`config.mk`:
```
export PLATFORM = sky130hd
export DESIGN_NAME = sha3_pad_top
export DESIGN_NICKNAME = d
export VERILOG_FILES = /design/src/hw/sha3_cfg_pkg.sv /design/src/hw/sha3_pad_pkg.sv /design/src/hw/lane_buffer.sv /design/src/hw/pad_ctrl_fsm.sv /design/src/hw/pad_word_gen.sv /design/src/hw/sha3_pad_top.sv
export SDC_FILE = /design/constraint.sdc
export NUM_CORES = 2
export LEC_CHECK = 0
export ABC_AREA = 1
export BUFFER_PORTS_ARGS = -buffer_cell sky130_fd_sc_hd__buf_4
export CAP_MARGIN = 25
export CORE_AREA = 2 2 662 664
export CTS_BUF_LIST = sky130_fd_sc_hd__clkbuf_16
export DETAILED_ROUTE_END_ITERATION = 10
export DIE_AREA = 0 0 664 666
export HOLD_SLACK_MARGIN = 0.12
export SYNTH_ARGS = -nofsm -noshare
export SYNTH_HDL_FRONTEND = slang
export SYNTH_HIERARCHICAL = 1
export SYNTH_SLANG_ARGS = --single-unit
export TNS_END_PERCENT = 50
```
`constraint.sdc`:
```
create_clock -name clk_i -period 17 [get_ports clk_i]
set_input_delay 3.4 -clock clk_i [delete_from_list [all_inputs] [get_ports clk_i]]
set_output_delay 3.4 -clock clk_i [all_outputs]
set_load 0.02 [all_outputs]
```
`src/hw/sha3_cfg_pkg.sv`:
```
// Sponge configuration for the padding stage
// Keccak state and beat widths, lane counts, strength encoding
// and the rate table in lanes per block

`default_nettype none

package sha3_cfg_pkg;

  ////////////////////////////////////////////////////////////////////////////
  // Widths
  ////////////////////////////////////////////////////////////////////////////

  // Full Keccak-f[1600] state
  localparam int StateW     = 1600;
  // One message beat is one lane
  localparam int MsgWidth   = 64;
  localparam int MsgStrbW   = MsgWidth / 8;
  // Lanes in the whole state
  localparam int MsgEntries = StateW / MsgWidth;
  localparam int MsgAddrW   = $clog2(MsgEntries);
  // Beat counter, large enough for the biggest rate
  localparam int MsgCountW  = 5;

  ////////////////////////////////////////////////////////////////////////////
  // Strength and rate
  ////////////////////////////////////////////////////////////////////////////

  // Security strength, selects capacity and so the rate
  typedef enum logic [2:0] {
    L128 = 3'd0,
    L224 = 3'd1,
    L256 = 3'd2,
    L384 = 3'd3,
    L512 = 3'd4
  } strength_e;

  // Rate in 64-bit lanes, indexed by strength
  // 168, 144, 136, 104 and 72 bytes
  localparam int KeccakRate [5] = '{21, 18, 17, 13, 9};

endpackage : sha3_cfg_pkg

`default_nettype wire

```
`src/hw/sha3_pad_pkg.sv`:
```
// Padding stage types
// Hash mode, suffix and pad constants, controller states,
// word source select and the beat / lane write structs

`default_nettype none

package sha3_pad_pkg;
  import sha3_cfg_pkg::*;

  // Function selected by software
  typedef enum logic [1:0] {
    Sha3  = 2'd0,
    Shake = 2'd1
  } sha3_mode_e;

  // Domain suffix plus first bit of pad10*1, placed after the last byte
  localparam logic [7:0] FuncPadSha3  = 8'h06;
  localparam logic [7:0] FuncPadShake = 8'h1F;
  // Final bit of pad10*1, top bit of the last rate byte
  localparam logic [7:0] PadEndByte   = 8'h80;

  ////////////////////////////////////////////////////////////////////////////
  // Controller
  ////////////////////////////////////////////////////////////////////////////

  typedef enum logic [2:0] {
    // Waiting for start
    StIdle    = 3'd0,
    // Taking beats, running full blocks
    StMessage = 3'd1,
    // Writing the suffix word
    StPad     = 3'd2,
    // Suffix word closed the block, waiting to run
    StPadRun  = 3'd3,
    // Zero fill up to the end byte, then run
    StPad01   = 3'd4,
    // Final permutation in flight
    StFlush   = 3'd5
  } pad_st_e;

  // Source of the word written into the block
  typedef enum logic [1:0] {
    SrcNone    = 2'd0,
    SrcMsg     = 2'd1,
    SrcFuncPad = 2'd2,
    SrcZeroEnd = 2'd3
  } word_src_e;

  ////////////////////////////////////////////////////////////////////////////
  // Structs
  ////////////////////////////////////////////////////////////////////////////

  // Message beat, strobes contiguous from byte 0
  typedef struct packed {
    logic [MsgWidth-1:0] data;
    logic [MsgStrbW-1:0] strb;
  } msg_beat_t;

  // One lane write into the block buffer
  typedef struct packed {
    logic                en;
    logic [MsgAddrW-1:0] addr;
    logic [MsgWidth-1:0] data;
  } lane_wr_t;

endpackage : sha3_pad_pkg

`default_nettype wire

```
`src/hw/lane_buffer.sv`:
```
// Block buffer
// 25 lanes of 64 bits written one lane per cycle,
// cleared as a whole once the block is handed over

`timescale 1ns/1ns
`default_nettype none

module lane_buffer
  import sha3_cfg_pkg::*;
  import sha3_pad_pkg::*;
(
  input  wire logic        clk_i,
  input  wire logic        rst_b,
  input  wire logic        clr_block_i,
  input  wire lane_wr_t    lane_wr_i,
  output logic [StateW-1:0] block_o
);

  // Lane 0 sits in the low bits of the state
  logic [MsgEntries-1:0][MsgWidth-1:0] lanes;

  always_ff @(posedge clk_i or negedge rst_b) begin
    if (!rst_b) begin
      lanes <= '0;
    end else if (clr_block_i) begin
      // Unused capacity lanes stay zero as well
      lanes <= '0;
    end else if (lane_wr_i.en) begin
      for (int i = 0; i < MsgEntries; i++) begin
        if (lane_wr_i.addr == MsgAddrW'(i)) begin
          lanes[i] <= lane_wr_i.data;
        end
      end
    end
  end

  assign block_o = lanes;

endmodule : lane_buffer

`default_nettype wire

```
`src/hw/pad_ctrl_fsm.sv`:
```
// Absorb and pad controller
// State register, beat counter, process latch, rate lookup
// and the run / absorbed pulses towards the permutation

`timescale 1ns/1ns
`default_nettype none

module pad_ctrl_fsm
  import sha3_cfg_pkg::*;
  import sha3_pad_pkg::*;
(
  input  wire logic                clk_i,
  input  wire logic                rst_b,
  input  wire logic                zeroize_i,
  input  wire logic                start_i,
  input  wire logic                process_i,
  input  wire logic                msg_valid_i,
  input  wire logic [MsgStrbW-1:0] msg_strb_i,
  input  wire strength_e           strength_i,
  input  wire logic                keccak_ready_i,
  input  wire logic                keccak_complete_i,
  output logic                     msg_ready_o,
  output logic                     keccak_run_o,
  output logic                     absorbed_o,
  output word_src_e                word_src_o,
  output logic                     word_wr_o,
  output logic                     end_of_block_o,
  output logic                     latch_partial_o,
  output logic                     clr_partial_o,
  output logic                     clr_block_o,
  output logic [MsgAddrW-1:0]      wr_addr_o
);

  pad_st_e              st, st_d;
  logic [MsgCountW-1:0] cnt;
  logic [MsgCountW-1:0] rate_limit;
  logic                 block_full;
  logic                 msg_partial;
  logic                 process_latched;
  logic                 cnt_clr;
  logic                 absorbed_d;

  ////////////////////////////////////////////////////////////////////////////
  // Rate and block position
  ////////////////////////////////////////////////////////////////////////////

  // Lanes per block for the selected strength
  always_comb begin
    unique case (strength_i)
      L128:    rate_limit = MsgCountW'(KeccakRate[0]);
      L224:    rate_limit = MsgCountW'(KeccakRate[1]);
      L256:    rate_limit = MsgCountW'(KeccakRate[2]);
      L384:    rate_limit = MsgCountW'(KeccakRate[3]);
      L512:    rate_limit = MsgCountW'(KeccakRate[4]);
      default: rate_limit = MsgCountW'(KeccakRate[0]);
    endcase
  end

  // Rate filled, block must go to the permutation
  assign block_full     = (cnt == rate_limit);
  // Word at the current address is the last one of the rate
  assign end_of_block_o = ((cnt + MsgCountW'(1)) == rate_limit);
  assign wr_addr_o      = MsgAddrW'(cnt);

  // Only the last beat may miss bytes
  assign msg_partial = ~&msg_strb_i;

  // Process may arrive while a full block waits for the permutation
  always_ff @(posedge clk_i or negedge rst_b) begin
    if (!rst_b) begin
      process_latched <= 1'b0;
    end else if (zeroize_i || start_i || st == StPad) begin
      process_latched <= 1'b0;
    end else if (process_i) begin
      process_latched <= 1'b1;
    end
  end

  ////////////////////////////////////////////////////////////////////////////
  // State machine
  ////////////////////////////////////////////////////////////////////////////

  always_comb begin
    st_d            = st;
    msg_ready_o     = 1'b0;
    keccak_run_o    = 1'b0;
    word_src_o      = SrcNone;
    word_wr_o       = 1'b0;
    latch_partial_o = 1'b0;
    clr_partial_o   = 1'b0;
    clr_block_o     = 1'b0;
    cnt_clr         = 1'b0;
    absorbed_d      = 1'b0;

    unique case (st)
      StIdle: begin
        if (start_i) begin
          st_d          = StMessage;
          cnt_clr       = 1'b1;
          clr_partial_o = 1'b1;
        end
      end

      StMessage: begin
        word_src_o = SrcMsg;
        if (block_full) begin
          // Full block goes first, beats wait meanwhile
          if (keccak_ready_i) begin
            keccak_run_o = 1'b1;
            clr_block_o  = 1'b1;
          end
        end else if (process_i || process_latched) begin
          st_d = StPad;
        end else begin
          // Back-pressure while a permutation runs
          msg_ready_o = keccak_ready_i;
          if (msg_valid_i && keccak_ready_i) begin
            // Partial beat is merged later with the suffix
            latch_partial_o = msg_partial;
            word_wr_o       = ~msg_partial;
          end
        end
      end

      StPad: begin
        word_src_o = SrcFuncPad;
        word_wr_o  = 1'b1;
        st_d       = end_of_block_o ? StPadRun : StPad01;
      end

      StPadRun: begin
        if (keccak_ready_i) begin
          keccak_run_o = 1'b1;
          clr_block_o  = 1'b1;
          st_d         = StFlush;
        end
      end

      StPad01: begin
        word_src_o = SrcZeroEnd;
        if (block_full) begin
          if (keccak_ready_i) begin
            keccak_run_o = 1'b1;
            clr_block_o  = 1'b1;
            st_d         = StFlush;
          end
        end else begin
          word_wr_o = 1'b1;
        end
      end

      StFlush: begin
        // Last complete ends the absorb phase
        clr_partial_o = 1'b1;
        if (keccak_complete_i) begin
          absorbed_d = 1'b1;
          st_d       = StIdle;
        end
      end

      default: st_d = StIdle;
    endcase

    // Zeroize wins over everything
    if (zeroize_i) begin
      st_d            = StIdle;
      msg_ready_o     = 1'b0;
      keccak_run_o    = 1'b0;
      word_wr_o       = 1'b0;
      latch_partial_o = 1'b0;
      clr_partial_o   = 1'b1;
      clr_block_o     = 1'b1;
      cnt_clr         = 1'b1;
      absorbed_d      = 1'b0;
    end
  end

  always_ff @(posedge clk_i or negedge rst_b) begin
    if (!rst_b) begin
      st         <= StIdle;
      absorbed_o <= 1'b0;
    end else begin
      st         <= st_d;
      absorbed_o <= absorbed_d;
    end
  end

  // Beat counter, restarts with each block
  always_ff @(posedge clk_i or negedge rst_b) begin
    if (!rst_b) begin
      cnt <= '0;
    end else if (cnt_clr || clr_block_o) begin
      cnt <= '0;
    end else if (word_wr_o) begin
      cnt <= cnt + MsgCountW'(1);
    end
  end

endmodule : pad_ctrl_fsm

`default_nettype wire

```
`src/hw/pad_word_gen.sv`:
```
// Block word generator
// Partial beat latch, suffix / pad10*1 word merge
// and the lane write mux towards the block buffer

`timescale 1ns/1ns
`default_nettype none

module pad_word_gen
  import sha3_cfg_pkg::*;
  import sha3_pad_pkg::*;
(
  input  wire logic                clk_i,
  input  wire logic                rst_b,
  input  wire msg_beat_t           msg_i,
  input  wire sha3_mode_e          mode_i,
  input  wire word_src_e           word_src_i,
  input  wire logic                word_wr_i,
  input  wire logic                end_of_block_i,
  input  wire logic                latch_partial_i,
  input  wire logic                clr_partial_i,
  input  wire logic [MsgAddrW-1:0] wr_addr_i,
  output lane_wr_t                 lane_wr_o
);

  // Byte 7 of a partial beat is never valid, so it is not kept
  logic [MsgWidth-9:0] data_q;
  logic [MsgStrbW-2:0] strb_q;
  logic [3:0]          kept_bytes;
  logic [7:0]          func_pad;
  logic [MsgWidth-1:0] kept_word;
  logic [MsgWidth-1:0] pad_word;
  logic [MsgWidth-1:0] zero_end_word;

  always_ff @(posedge clk_i or negedge rst_b) begin
    if (!rst_b) begin
      strb_q <= '0;
    end else if (clr_partial_i) begin
      strb_q <= '0;
    end else if (latch_partial_i) begin
      strb_q <= msg_i.strb[MsgStrbW-2:0];
    end
  end

  // Payload only, masked by the strobes on use
  always_ff @(posedge clk_i) begin
    if (latch_partial_i) begin
      data_q <= msg_i.data[MsgWidth-9:0];
    end
  end

  // Contiguous strobes, so the count is also the first empty byte
  always_comb begin
    kept_bytes = '0;
    for (int i = 0; i < MsgStrbW - 1; i++) begin
      kept_bytes = kept_bytes + 4'(strb_q[i]);
    end
  end

  assign func_pad  = (mode_i == Shake) ? FuncPadShake : FuncPadSha3;
  assign kept_word = {8'h00, data_q};

  ////////////////////////////////////////////////////////////////////////////
  // Pad words
  ////////////////////////////////////////////////////////////////////////////

  always_comb begin
    pad_word = '0;
    for (int b = 0; b < MsgStrbW; b++) begin
      if (b < kept_bytes) begin
        pad_word[8*b +: 8] = kept_word[8*b +: 8];
      end else if (b == kept_bytes) begin
        pad_word[8*b +: 8] = func_pad;
      end
    end
    // Suffix and end bit may share the top byte
    if (end_of_block_i) begin
      pad_word[MsgWidth-1 -: 8] = pad_word[MsgWidth-1 -: 8] | PadEndByte;
    end
  end

  assign zero_end_word = {(end_of_block_i ? PadEndByte : 8'h00), {(MsgWidth-8){1'b0}}};

  // Lane write towards the buffer
  always_comb begin
    lane_wr_o.en   = word_wr_i;
    lane_wr_o.addr = wr_addr_i;
    unique case (word_src_i)
      SrcMsg:     lane_wr_o.data = msg_i.data;
      SrcFuncPad: lane_wr_o.data = pad_word;
      SrcZeroEnd: lane_wr_o.data = zero_end_word;
      default:    lane_wr_o.data = '0;
    endcase
  end

endmodule : pad_word_gen

`default_nettype wire

```
`src/hw/sha3_pad_top.sv`:
```
// Padding and absorb stage top level
// Controller, word generator and block buffer

`timescale 1ns/1ns
`default_nettype none

module sha3_pad_top
  import sha3_cfg_pkg::*;
  import sha3_pad_pkg::*;
(
  input  wire logic         clk_i,
  input  wire logic         rst_b,
  input  wire logic         zeroize_i,
  // Control pulses and configuration
  input  wire logic         start_i,
  input  wire logic         process_i,
  input  wire sha3_mode_e   mode_i,
  input  wire strength_e    strength_i,
  // Message beats
  input  wire logic         msg_valid_i,
  input  wire msg_beat_t    msg_i,
  output logic              msg_ready_o,
  // Permutation side
  output logic [StateW-1:0] keccak_data_o,
  input  wire logic         keccak_ready_i,
  output logic              keccak_run_o,
  input  wire logic         keccak_complete_i,
  output logic              absorbed_o
);

  word_src_e           word_src;
  logic                word_wr;
  logic                end_of_block;
  logic                latch_partial;
  logic                clr_partial;
  logic                clr_block;
  logic [MsgAddrW-1:0] wr_addr;
  lane_wr_t            lane_wr;

  pad_ctrl_fsm u_ctrl (
    .clk_i             (clk_i),
    .rst_b             (rst_b),
    .zeroize_i         (zeroize_i),
    .start_i           (start_i),
    .process_i         (process_i),
    .msg_valid_i       (msg_valid_i),
    .msg_strb_i        (msg_i.strb),
    .strength_i        (strength_i),
    .keccak_ready_i    (keccak_ready_i),
    .keccak_complete_i (keccak_complete_i),
    .msg_ready_o       (msg_ready_o),
    .keccak_run_o      (keccak_run_o),
    .absorbed_o        (absorbed_o),
    .word_src_o        (word_src),
    .word_wr_o         (word_wr),
    .end_of_block_o    (end_of_block),
    .latch_partial_o   (latch_partial),
    .clr_partial_o     (clr_partial),
    .clr_block_o       (clr_block),
    .wr_addr_o         (wr_addr)
  );

  pad_word_gen u_word_gen (
    .clk_i           (clk_i),
    .rst_b           (rst_b),
    .msg_i           (msg_i),
    .mode_i          (mode_i),
    .word_src_i      (word_src),
    .word_wr_i       (word_wr),
    .end_of_block_i  (end_of_block),
    .latch_partial_i (latch_partial),
    .clr_partial_i   (clr_partial),
    .wr_addr_i       (wr_addr),
    .lane_wr_o       (lane_wr)
  );

  // Buffer contents are the permutation input
  lane_buffer u_buffer (
    .clk_i       (clk_i),
    .rst_b       (rst_b),
    .clr_block_i (clr_block),
    .lane_wr_i   (lane_wr),
    .block_o     (keccak_data_o)
  );

endmodule : sha3_pad_top

`default_nettype wire

```
==> out/metrics.cfg <==
[sta]
final_hold_viol_count=0
setup_viol_count_final=0
period_share_pct=47.6
fin_crit_ps=8090
timing.final.ws_setup_ps=8910
worstMarginPinSlew_ps=1170
rsz0062_at_grt=false
skew_ps=58.7
fmax_mhz=124
max-slew-margin-rel_pct=22.1
tns_ps=0
slew_violations=0

[synthesis]
syn_area_sq_um=68900
synth_area_leader_cell=dfrtp_1
avgSynthCellArea_sq_um=8.77
synthCells=7850
yosys_warnings=6
synth_top_area_share_pct=58.8
ys_types=39
synth_area_leaders=dfrtp_1 59%, nand2_1 17%, nand3_1 14%, buf_2 3.0%, edfxtp_1 2.4%
ys_ff_latch=1673
syn-num-nets=7943
yosysSeqAreaShare_pct=61.2

[setup_path]
worstPathMaxFanout=5
critPathMaxStageDelay_ps=210
worstSetupPathType=in2out
cp-start-kind=input pin
cp.arrival_ps=4690
crit_required_ps=13600
end_kind=output port
path_cells=buf_4 > nor2_1 > nand2_2 > nand3_1 > nand2_1 > nand2_2 > inv_2 > nand2_2 > nand2_1 > nor4_1 > buf_4
critPathSlowestCell=nor4_1
crit_path_frequent_cell=nand2_2

[global_routing]
use_met2_pct=26.6
antenna_found_initial=66
gr-usage-met3_pct=4.78
grt_pass1_vias=61200
grt-busiest-layer=met2
grt.total_usage_pct=16.7
grt_pass1_wl_microns=523000
overflow=0
met1_usage_pct=20.2
grt_start_max_net_pins=192

[place]
dp_worst_setup_slack_ps=8710
place.gp.congestion=0.840
dpl.hpwl_microns=275000
dp_cells=14800
postPlaceCellArea_sq_um=88200
port_buffers=1687

[pwr]
p_leak_nw=51.6
p_per_area_nw_per_um2=108
vdd_ir_drop_max_v=0.0000804

[run]
max_cap_viol_count=0

[clock_network]
ctsLongestPathBuffers=4
cts_tree=built
ctsHoldBuffers=0
cts_buffers=193
clock-sinks=1673
cts_resized=0
clkLatencyLatePin_ps=890
postCtsSetupRepairBufs=0
htreeDepth=4
clkTransAtPathRegs_ps=60
root_buffer=clkbuf_16

[die]
io_pins=1688
die_w_microns=664
start_util_pct=15.8
die_y_microns=666
core.rowCount=243
dieArea_sq_um=442000
core_area_sq_um=436000

[routing]
final_antenna_net_count=0
dr.pass1.iters=6
viasPerCell=4.26
drc_errors=0
wl_per_cell_microns=25.6
drtIter0Drc=8050
routed_wl_microns=389000
dr_total_vias=64700

[layout]
stdcell_count=15200
design_area_sq_um=94200
drive_above_1_share_pct=24.7
fin_nets=9345
syn2layout_area_growth_pct=36.9

[worst_hold_path]
holdCritPathClass=reg2reg

[outcome]
status=completed

-- synthesized netlist by cell type --
master and n:
o21a_1 1, nor2_1 97, inv_1 140, o211ai_1 1, or2_1 4, a21oi_4 1, o31ai_1 1, buf_2 411
a21oi_1 9, xnor2_1 1, clkbuf_1 168, nand3_2 4, nand2_8 1, nand4_1 8, a22o_1 1, clkinv_1 1
nor3_1 2, fa_1 3, nor3_2 1, o21ai_0 19, o21ai_2 1, clkinv_2 1, nor2_4 12, nor4_1 1
ha_1 5, nand2_4 1, nand2_1 3117, nand2_2 24, or2_0 1, nor2_2 10, or2_2 1, inv_2 26
buf_4 9, buf_1 97, nand3_1 1993, edfxtp_1 56, dfrtp_1 1617, nand3_4 3, inv_6 1
-- metal layers --
layer	wire length (microns)	part of all wire [%]
met5	109	0.028
met4	24600	6.3
met3	36700	9.4
met2	179000	46
met1	149000	38
-- logic make-up (layout without fill, tap and decap cells) --
kind of cell             count (synthesis)  in the layout  share of synthesized area [%]
other                                    0             22                              0
adder cells (fa/ha/maj)                  8              8                          0.178
AND/OR/NAND/NOR                       5280           5280                           32.9
AO/OA/AOI/OAI                           34             34                          0.285
buffers and inverters                  854           2406                           5.46
XOR/XNOR                                 1              1                         0.0127
flip-flops                            1673           1673                           61.2
-- final cells by class --
cell class                      count  area, sq um
Tap cell                         5757         7200
Sequential cell                  1673        42100
Clock buffer                      197         4930
Fill cell                       48000       342000
Inverter                          169          667
Antenna cell                       22         55.1
Timing Repair Buffer             1892        14500
Multi-Input combinational cell   5323        23700
Clock inverter                    148         1030
-- power breakdown --
part           total, W  internal (W)  switching [W]
logic           0.00206      0.000255        0.00180
registers       0.00404       0.00402      0.0000170
clock network   0.00405       0.00224        0.00181
total            0.0101       0.00651        0.00363
-- per-stage QoR --
stage               utilization, %  power (W)  hold WS [ps]
floorplan                        -    0.00478           514
global placement              20.2    0.00616           485
detailed placement            20.2    0.00620           488
CTS                           21.6     0.0102           504
global route                  21.6     0.0104           517
finish                        21.6     0.0101           500
-- worst max-delay path, delay by kind of cell --
kind	cells	cell delay (ps)
buffers and inverters	3	370
AND/OR/NAND/NOR	8	910
-- layout by cell type (no fill, tap or decap), drive strengths merged, types with 3 or more instances in the layout --
master    count
nor2        119
dfrtp      1617
clkinv       79
o21ai        20
nand3      2000
bufinv        9
clkbuf      197
nand4         8
nor3          3
buf        1892
inv         226
diode        22
a21oi        10
fa            3
edfxtp       56
nand2      3143
ha            5
or2           6
clkinvlp      3
-- worst paths after layout --
kind	from	end	slack (ps)	cells past startpoint
max	strength_i[0]	msg_ready_o	8910	11
min	u_buffer/block_o[1031]$_DFFE_PN0P_	u_buffer/block_o[1031]$_DFFE_PN0P_	500	2
max reg2reg	u_word_gen/strb_q[2]$_DFFE_PN0P_	u_buffer/block_o[92]$_DFFE_PN0P_	11660	17
min reg2reg	u_buffer/block_o[1031]$_DFFE_PN0P_	u_buffer/block_o[1031]$_DFFE_PN0P_	500	2
max in group asynchronous	rst_b	u_buffer/block_o[958]$_DFFE_PN0P_	11360	4
min in group asynchronous	rst_b	u_buffer/block_o[1254]$_DFFE_PN0P_	2560	1
-- flip-flops by register name (all words and copies together), names as in the netlist --
name,flops
u_word_gen/data_q,56
u_ctrl/st,3
u_ctrl/wr_addr_o,5
u_buffer/block_o,1600
u_ctrl/absorbed_o,1
u_ctrl/process_latched,1
u_word_gen/strb_q,7
Power figures use the tool's default switching activity.
